$ cat src/inverter_pkg.sv
package inverter_pkg;

	// one matrix entry, also one bus data word.
	typedef logic [31:0] element_t;

	// word address on the bus.
	typedef logic [7:0] wb_addr_t;

	typedef struct packed {
		logic cyc;
		logic stb;
		logic we;
		wb_addr_t addr;
		element_t wdata;
	} wb_req_t;

	typedef struct packed {
		logic ack;
		element_t rdata;
	} wb_rsp_t;

	// word address map.
	localparam wb_addr_t ctrl_addr = 8'd0;
	localparam wb_addr_t coef_base = 8'd64;
	localparam wb_addr_t aug_base = 8'd128;

	// status word bits.
	localparam int status_busy = 0;
	localparam int status_done = 1;
	localparam int status_singular = 2;

	// control word bits on write.
	localparam int ctrl_start = 0;

endpackage

$ cat src/wb_regs.sv
`timescale 1ns/1ns

module wb_regs #(
	parameter int matrix_dim = 5,
	localparam int idx_w = $clog2(matrix_dim)
) (
	input logic clk,
	input logic reset,
	input inverter_pkg::wb_req_t wb_req,
	output inverter_pkg::wb_rsp_t wb_rsp,
	input logic busy,
	input logic done,
	input logic singular,
	output logic start,
	output logic elem_we,
	output logic elem_bank,
	output logic [idx_w-1:0] elem_row,
	output logic [idx_w-1:0] elem_col,
	output inverter_pkg::element_t elem_wdata,
	input inverter_pkg::element_t elem_rdata
);

	localparam int cells = matrix_dim * matrix_dim;

	logic ack_q;
	logic req;
	logic is_ctrl;
	logic in_coef;
	logic in_aug;
	inverter_pkg::wb_addr_t offset;
	inverter_pkg::element_t status;
	inverter_pkg::element_t rdata_q;

	// new request with no ack pending.
	assign req = wb_req.cyc && wb_req.stb && !ack_q;

	assign is_ctrl = (wb_req.addr == inverter_pkg::ctrl_addr);
	assign in_coef = (wb_req.addr >= inverter_pkg::coef_base) &&
		(wb_req.addr < inverter_pkg::coef_base + cells);
	assign in_aug = (wb_req.addr >= inverter_pkg::aug_base) &&
		(wb_req.addr < inverter_pkg::aug_base + cells);

	assign offset = wb_req.addr - (in_aug ? inverter_pkg::aug_base : inverter_pkg::coef_base);

	assign elem_bank = in_aug;
	assign elem_row = idx_w'(offset / matrix_dim);
	assign elem_col = idx_w'(offset % matrix_dim);
	assign elem_wdata = wb_req.wdata;

	// matrix writes are dropped while busy.
	assign elem_we = req && wb_req.we && (in_coef || in_aug) && !busy;

	always_comb
	begin
		status = '0;
		status[inverter_pkg::status_busy] = busy;
		status[inverter_pkg::status_done] = done;
		status[inverter_pkg::status_singular] = singular;
	end

	always_ff @(posedge clk)
	begin
		if (!reset)
		begin
			ack_q <= 1'b0;
			start <= 1'b0;
		end
		else
		begin
			ack_q <= req;
			start <= req && wb_req.we && is_ctrl &&
				wb_req.wdata[inverter_pkg::ctrl_start] && !busy;
		end
	end

	// unmapped words read as zero.
	always_ff @(posedge clk)
	begin
		if (req)
		begin
			if (is_ctrl)
				rdata_q <= status;
			else if (in_coef || in_aug)
				rdata_q <= elem_rdata;
			else
				rdata_q <= '0;
		end
	end

	assign wb_rsp.ack = ack_q;
	assign wb_rsp.rdata = rdata_q;

	// the master holds its request through the ack cycle.
	assert property (@(posedge clk) disable iff (!reset)
		wb_rsp.ack |-> (wb_req.cyc && wb_req.stb));

endmodule
$ cat config.mk
export PLATFORM = sky130hd
export DESIGN_NAME = wb_regs
export DESIGN_NICKNAME = d
export VERILOG_FILES = /design/src/inverter_pkg.sv /design/src/wb_regs.sv
export SDC_FILE = /design/constraint.sdc
export NUM_CORES = 1
export LEC_CHECK = 0
export ABC_AREA = 1
export ABC_CLOCK_PERIOD_IN_PS = 6510
export BUFFER_PORTS_ARGS = -buffer_cell sky130_fd_sc_hd__buf_2
export CORE_MARGIN = 3
export CORE_UTILIZATION = 45
export CTS_CLUSTER_DIAMETER = 80
export DETAILED_ROUTE_END_ITERATION = 16
export GPL_TIMING_DRIVEN = 1
export PLACE_DENSITY = 0.92
export SKIP_CTS_REPAIR_TIMING = 1
export SYNTH_ARGS = -nofsm -noshare
export SYNTH_HDL_FRONTEND = slang
export SYNTH_SLANG_ARGS = --single-unit
export TNS_END_PERCENT = 30
$ cat constraint.sdc
create_clock -name clk -period 6.51 [get_ports clk]
set_input_delay 0 -clock clk [delete_from_list [all_inputs] [get_ports clk]]
set_output_delay 0 -clock clk [all_outputs]
set_load 0.03 [all_outputs]
==> results by group <==
Global route
  – Initial antenna violation count: 0
  – Largest net degree at the start of global routing: 34
  – Grt total ovfl: 0
  – GRT Total Usage: 0.171
  – First-pass GRT wire length: ~10 mm
  – Vias in the first global route: approximately 2.4k

Synthesis
  – Syn Inst Count: 360
  – Avg Inst Size Synth: slightly below 8 µm²
  – Top cell type's share of synthesized area: 0.344
  – Largest area contributor in the netlist: edfxtp_1
  – Top post-synthesis cells by area: edfxtp_1 (34%), nand2_1 (9.3%), buf_4 (8.9%)
  – Mapped Area: 2790 µm²
  – Ys flop type: edfxtp_1
  – Top-count cell post-synth: nand2_1
  – EDFF count, synth: 32
  – Syn Nets: roughly 450
  – Ys Warns: 0
  – Number of synthesized register bits: 34
  – Post-synth ARST share: 0
  – Post-synth top cells: nand2_1 (69), inv_1 (56), nor2_1 (44), buf_4 (33)
  – Sequential share of the synthesized area: 0.358
  – Yosys cell types: 35

Die
  – CORE AREA: slightly below 6000 µm²
  – Die ar.: slightly above 7000 µm²
  – Die Span Y: 84.8 µm
  – Cell Rows: 28
  – Initial Utilization: 0.469
  – # IOs: 154
  – Die W: roughly 85 µm

Critical path
  – WP data required: around 6.5 ns
  – Flop2flop setup slack: 5.06 ns
  – Arrival time worst endpoint: approximately 5.5 ns
  – CP startpoint kind: primary input
  – Largest stage delay on the critical path: ~0.28 ns
  – Crit path kind: primary input to output pin
  – Worst-path maximum fanout: 11
  – Worst R2R Path Depth: 4
  – Worst setup EP type: output pin
  – CP max stage cell: or2_2

CTS
  – Clock sinks: 34
  – CTS tree: done
  – Inserted Clock Buffers: 5
  – Bufs on Longest Clock Path: 2
  – Htree depth: 2
  – Clock latency on the worst-skew pair: between 0.2 and 0.3 ns
  – CTS root buffer: clkbuf_8

Route
  – Total number of vias: 2429
  – DR pass1 iterations: 4
  – DRT iter0 DRCs: between 100 and 150
  – # DRC: 0
  – Detailed Route WL: 6.25 mm
  – Drt wl/cell: roughly 13 µm
  – Antenna Nets Post-Route: 0
  – Drt via density: just under 5

Timing
  – Slew Limit Headroom: 0.377
  – Layout Skew: about 0.0046 ns
  – Fmax: between 150 and 200 MHz
  – Final setup viols: 0
  – Tcrit/Tclk final: 0.845
  – Final WS setup: between 1 and 1.5 ns
  – Smallest hold slack: between 0.00001 and 0.000015 ns
  – Post-layout min period: between 5 and 6 ns
  – TNS Setup: 0 ns
  – Final hold violation count: 0
  – Slew Viols, Final: 0
  – RSZ-0062 raised after global routing: false
  – Slew @ Worst Pin: roughly 0.93 ns

Pwr
  – VDD IR max: 0.171 mV
  – Pwr Total: approximately 0.95 mW
  – Power Density: between 200 and 300 nW/µm²
  – P_leak: roughly 1.7 nW

Placement
  – IO Port Bufs: slightly above 90
  – Final GP Congestion: approximately 0.9
  – DP HPWL: 4.99 mm
  – Placement Setup Slack: about 1.1 ns

Worst hold path
  – Hold crit path type: primary input to output pin
  – Hold Crit Depth: 0

Final layout
  – Fin util: 0.542
  – Synth-to-layout area growth: 15.6%
  – Ant diodes: 0
  – Layout cells sized above 1: 0.368
  – Final #Nets: about 510

Run
  – Max-cap violations: 0

Run status
  – Status: finished clean
logic make-up after synthesis:
group,synth area share
buffers and inverters,0.194
AO/OA/AOI/OAI,0.0327
adder cells (fa/ha/maj),0.0269
AND/OR/NAND/NOR,0.373
XOR/XNOR,0.0157
flip-flops,0.358
critical path, delay by kind of cell:
kind,cells,cell delay (ns)
simple gates,28,3.26
buf+inv,9,1.04
fa+ha+maj,4,0.85
xor+xnor,1,0.20
compound gates,1,0.16
cells in the final DEF, fill, tap and decap left out, types with 6 or more instances in the layout:
cell	instances
o21ai_0	6
nor2_1	43
buf_2	91
nand2_1	69
inv_1	56
nand3_2	11
nand3_1	32
nand2_2	11
edfxtp_1	32
ha_1	6
inv_2	9
nand4_1	7
nand2_4	7
flip-flops by register name (all words and copies together), names as in the netlist:
signal / flops
ack_q: 1
rdata_q: 32
start: 1
metal layers:
metal | wire length [µm] | vias up | GRT usage
met5 | 0 | - | 0
met4 | 136 | 0 | 0.0964
met3 | 461 | 16 | 0.0334
met2 | 3150 | 95 | 0.298
met1 | 2500 | 1096 | 0.194
li1 | - | 1222 | -
report_power, final:
group	internal (mW)	switching, mW	leakage, nW	total (mW)
combinational	0.146	0.321	1.32	0.467
sequential	0.251	0.00270	0.309	0.254
clock	0.153	0.0769	0.0683	0.230
path summary, 6_finish.rpt:
kind	end	start
worst max-delay path	elem_col[0]	wb_req[32]
worst min-delay path	elem_wdata[20]	wb_req[20]
worst max register to register	start$_SDFF_PN0_	ack_q$_SDFF_PN0_
worst min register to register	ack_q$_SDFF_PN0_	ack_q$_SDFF_PN0_
cell type report:
type                            instances  area [µm²]
Clock inverter                          3        68.8
Clock buffer                            5        68.8
Fill cell                             542        2730
Inverter                               67         259
Sequential cell                        34        1000
Timing Repair Buffer                   94         483
Multi-Input combinational cell        221        1250
Tap cell                               75        93.8
metrics by stage:
step | area, µm² | instances
2_1_floorplan | 2790 | 360
3_3_place_gp | 3070 | 489
3_5_place_dp | 3070 | 489
4_1_cts | 3210 | 497
5_1_grt | 3230 | 499
6_report | 3230 | 499
Power figures use the tool's default switching activity.
