<file path="src/inverter_pkg.sv">
package inverter_pkg;

	// one matrix entry, also one bus data word.
	typedef logic [31:0] element_t;

	// word address on the bus.
	typedef logic [7:0] wb_addr_t;

	typedef struct packed {
		logic cyc;
		logic stb;
		logic we;
		wb_addr_t addr;
		element_t wdata;
	} wb_req_t;

	typedef struct packed {
		logic ack;
		element_t rdata;
	} wb_rsp_t;

	// word address map.
	localparam wb_addr_t ctrl_addr = 8'd0;
	localparam wb_addr_t coef_base = 8'd64;
	localparam wb_addr_t aug_base = 8'd128;

	// status word bits.
	localparam int status_busy = 0;
	localparam int status_done = 1;
	localparam int status_singular = 2;

	// control word bits on write.
	localparam int ctrl_start = 0;

endpackage

</file>
<file path="src/elimination_ctrl.sv">
`timescale 1ns/1ns

module elimination_ctrl #(
	parameter int matrix_dim = 5,
	localparam int idx_w = $clog2(matrix_dim)
) (
	input logic clk,
	input logic reset,
	input logic start,
	input inverter_pkg::element_t [2*matrix_dim-1:0] pivot_row,
	output logic [idx_w-1:0] pivot_idx,
	output logic [idx_w-1:0] target_idx,
	output logic [idx_w-1:0] col,
	output logic issue,
	output logic init,
	output logic busy,
	output logic done,
	output logic singular
);

	typedef enum logic [2:0] {
		st_idle,
		st_init,
		st_check,
		st_issue,
		st_drain,
		st_finish
	} state_t;

	state_t state;
	logic pivot_zero;
	logic [idx_w-1:0] last_target;
	logic [idx_w-1:0] next_target;

	assign col = pivot_idx;
	assign init = (state == st_init);
	assign pivot_zero = (pivot_row[pivot_idx] == '0);

	// the check cycle already issues the first target.
	assign issue = (state == st_issue) || ((state == st_check) && !pivot_zero);

	assign last_target = (pivot_idx == idx_w'(matrix_dim - 1)) ?
		idx_w'(matrix_dim - 2) : idx_w'(matrix_dim - 1);

	// skip over the pivot row.
	assign next_target = (target_idx + idx_w'(1) == pivot_idx) ?
		target_idx + idx_w'(2) : target_idx + idx_w'(1);

	always_ff @(posedge clk)
	begin
		if (!reset)
		begin
			state <= st_idle;
			pivot_idx <= '0;
			target_idx <= '0;
			busy <= 1'b0;
			done <= 1'b0;
			singular <= 1'b0;
		end
		else
		begin
			case (state)
				st_idle, st_finish:
				begin
					if (start)
					begin
						state <= st_init;
						pivot_idx <= '0;
						target_idx <= idx_w'(1);
						busy <= 1'b1;
						done <= 1'b0;
						singular <= 1'b0;
					end
				end
				st_init:
					state <= st_check;
				st_check:
				begin
					if (pivot_zero)
					begin
						state <= st_finish;
						busy <= 1'b0;
						done <= 1'b1;
						singular <= 1'b1;
					end
					else if (target_idx == last_target)
						state <= st_drain;
					else
					begin
						target_idx <= next_target;
						state <= st_issue;
					end
				end
				st_issue:
				begin
					if (target_idx == last_target)
						state <= st_drain;
					else
						target_idx <= next_target;
				end
				st_drain:
				begin
					if (pivot_idx == idx_w'(matrix_dim - 1))
					begin
						state <= st_finish;
						busy <= 1'b0;
						done <= 1'b1;
					end
					else
					begin
						// next pivot is never row 0.
						pivot_idx <= pivot_idx + idx_w'(1);
						target_idx <= '0;
						state <= st_check;
					end
				end
				default:
					state <= st_idle;
			endcase
		end
	end

	assert property (@(posedge clk) disable iff (!reset)
		issue |-> (target_idx != pivot_idx));

endmodule

</file>
<file path="config.mk">
export PLATFORM = sky130hd
export DESIGN_NAME = elimination_ctrl
export DESIGN_NICKNAME = d
export VERILOG_FILES = /design/src/inverter_pkg.sv /design/src/elimination_ctrl.sv
export SDC_FILE = /design/constraint.sdc
export NUM_CORES = 1
export LEC_CHECK = 0
export BUFFER_PORTS_ARGS = -buffer_cell sky130_fd_sc_hd__buf_4
export CORE_AREA = 2 2 132 134
export CTS_CLUSTER_DIAMETER = 100
export DETAILED_ROUTE_END_ITERATION = 10
export DIE_AREA = 0 0 134 136
export GPL_ROUTABILITY_DRIVEN = 0
export PLACE_DENSITY = 0.37
export SKIP_LAST_GASP = 1
export SLEW_MARGIN = 25
export SYNTH_ARGS = -nofsm -noshare
export SYNTH_HDL_FRONTEND = slang
export SYNTH_SLANG_ARGS = --single-unit
export TNS_END_PERCENT = 100
</file>
<file path="constraint.sdc">
create_clock -name clk -period 3.4 [get_ports clk]
set_clock_uncertainty 0.1 [all_clocks]
set_input_delay 0.34 -clock clk [delete_from_list [all_inputs] [get_ports clk]]
set_output_delay 0.34 -clock clk [all_outputs]
set_load 0.02 [all_outputs]
</file>
==> reports/qor.txt <==
Num rows - 48
Root buffer cell - clkbuf_16
Peak supply drop - 132 uV
CTS buffer count - 3
Non-filler cells, final - 718
Sequence of cells on the critical path - buf_4, nor4b_1, buf_4, nand4_1, a21oi_1, a21o_1, nor2b_1, a22oi_1, nor2_1, nor2_1, buf_4
Relative slew slack - 54.4%
Crit Path Class - flip-flop to output pin
Leakage power - 1.77 nW
Number of synthesized flops with an enable pin - 0
Vias in the first global route - 3004
Clk pwr share - 29.5%
Grt total ovfl - 0
Post-Syn Area per Cell - 6.85 um2
Area added between synthesis and finish - 155%
HPWL after DPL - 10.8 mm
Post-CTS Hold Buffers - 0
Hold WS - 0.285 ns
Post-route cell area - 3890 um2
H-Tree Depth - 1
Final Setup Violations - 0
DRT Wirelength - 11.8 mm
Starting Density - 9.05%
Total Routing Usage GR - 12.2%
Sequential Power Share - 23.1%
Avg WL per Cell - 16.5 um
Cell Area, Placed - 3820 um2
Highest-delay cell along the critical path - dfxtp_1
Post-synthesis sequential area ratio - 15.7%
Via count - 2855
Initial drt markers - 115
Worst-path fanout max - 17
First-pass GRT wire length - 16.7 mm
CP startpoint kind - flip-flop
Chip width - 134 um
Initial antenna violation count - 1
Synthesized instance count - 223
Total setup buffers inserted after CTS - 0
# DRC - 0
Synth Net Count - 549
Core area - 16900 um2
Total chip power - 0.748 mW
Crit path largest cell delay - 0.32 ns
Remaining antenna violation count after routing - 0
RSZ-0062 raised after global routing - no
Yosys cell types - 43
CTS tree - built
Max_cap viols - 0
Final hold vios - 0
Pwr per Cell Area - 192 nW/um2
Post-cts resize count - 0
Inserted Diodes - 0
Switch share - 27.4%
Via/cell ratio - 3.98
Slew at the pin with the worst max-slew slack - 0.678 ns
DRT Pass-1 Iters - 4
Internal - 0.543 mW
Die Span Y - 136 um
Async S/R FF share, synth - 0%
Layout Nets - 821
Fmax - 0.340 GHz
Max-slew violation count - 0
Arr. time, crit path - 2.50 ns
Clock Sinks - 12
Status - finished, final reports clean
Net switching power - 0.205 mW
Combinational power share - 47.5%
Clock latency on the worst-skew pair - 0.24 ns
Final min period - 2.94 ns
Post-Syn Area - 1530 um2
Synth Register Bits - 12
Cell total after placement - 715
Synth warnings - 0
CTS max path bufs - 2
Share of layout cells above drive strength 1 - 57.6%
Hold Crit Class - primary input to flip-flop
Tcrit/Tclk final - 86.5%
Most used cell, CP - buf_4
Ys flop type - dfxtp_1
Clock-pin slew on the worst setup and hold paths - 0.05 ns
Count of input and output buffers - 272
Req. time, crit path - 2.96 ns
Largest net degree at the start of global routing - 18
Die area - 18200 um2
Critical path endpoint category - output pin
TNS Setup - 0 ns
IO Count - 337
==> synthesized netlist by cell type, types with 5 or more instances <==
cell / instances / area [um2]
nor4_1: 49 / 307
nor2_1: 26 / 97.6
o21ai_0: 16 / 80.1
nand2_1: 14 / 52.6
nand4_1: 14 / 87.6
dfxtp_1: 12 / 240
nor3_1: 11 / 55.1
a21oi_1: 10 / 50.1
nor4b_1: 6 / 52.6
nor2b_1: 5 / 31.3
==> cell families after synthesis <==
logic type      count (synthesis)  share of synthesized area, %
mux                             1                         0.655
fa+ha+maj                       3                          2.46
compound gates                 47                          19.9
flops                          12                          15.7
buf+inv                        13                          5.49
xor+xnor                        5                          2.87
simple gates                  142                          52.9
==> power groups by stage <==
stage          logic, mW  registers, mW  clock network (mW)
2_1_floorplan     0.0916          0.170                   0
3_3_place_gp       0.354          0.175                   0
3_5_place_dp       0.358          0.175                   0
4_1_cts            0.359          0.173               0.224
5_1_grt            0.387          0.176               0.233
6_report           0.355          0.173               0.220
==> routing by layer <==
layer,up-vias,global-route usage [%],routed length (um)
met5,-,0,13
met4,2,2.19,119
met3,11,2.61,833
met2,136,22.6,6060
met1,1260,14.6,4810
li1,1446,-,-
==> critical path: cells and delay by family (launching register included) <==
| kind | cells | cell delay, ns |
|---|---|---|
| buf+inv | 3 | 0.60 |
| simple gates | 5 | 0.79 |
| compound gates | 3 | 0.55 |
| flops | 1 | 0.32 |
==> state kept, by name, summed over array words and instances, names as in the netlist <==
register,count
busy,1
target_idx,3
state,3
col,3
done,1
singular,1
==> cells in the final DEF (no fill, tap or decap), types with 5 or more instances in the layout <==
master   instances
nor4_1          49
nor3_1          11
o21ai_0         16
nor2_1          26
buf_4          277
nand2_1         14
nor4b_1          6
a21oi_1         10
nand4_1         14
nor2b_1          5
dfxtp_1         12
==> final cells by class <==
cell class / instances / area, um2
clock buffers: 3 / 75.1
repair buffers: 277 / 2080
inverters: 3 / 11.3
well taps: 225 / 282
multi-input cells: 198 / 1200
fillers: 1896 / 13000
flip-flops and latches: 12 / 240
==> through the flow <==
stage | setup WS (ns) | util [%]
6_report | 0.459 | 23.1
5_1_grt | 0.0460 | 23.1
4_1_cts | 0.275 | 23.1
3_3_place_gp | 0.623 | 22.6
2_1_floorplan | 0.845 | -
3_5_place_dp | 0.562 | 22.6
==> final timing paths <==
path	startpoint	endpoint	slack, ns	depth (start not counted)
worst min-delay path	reset	done	0.28	2
worst max register to register	col[0]	target_idx[0]	0.75	10
worst max-delay path	col[0]	issue	0.46	11
worst min register to register	singular	singular	0.40	2
No activity file was read; power rests on OpenSTA's default activity.
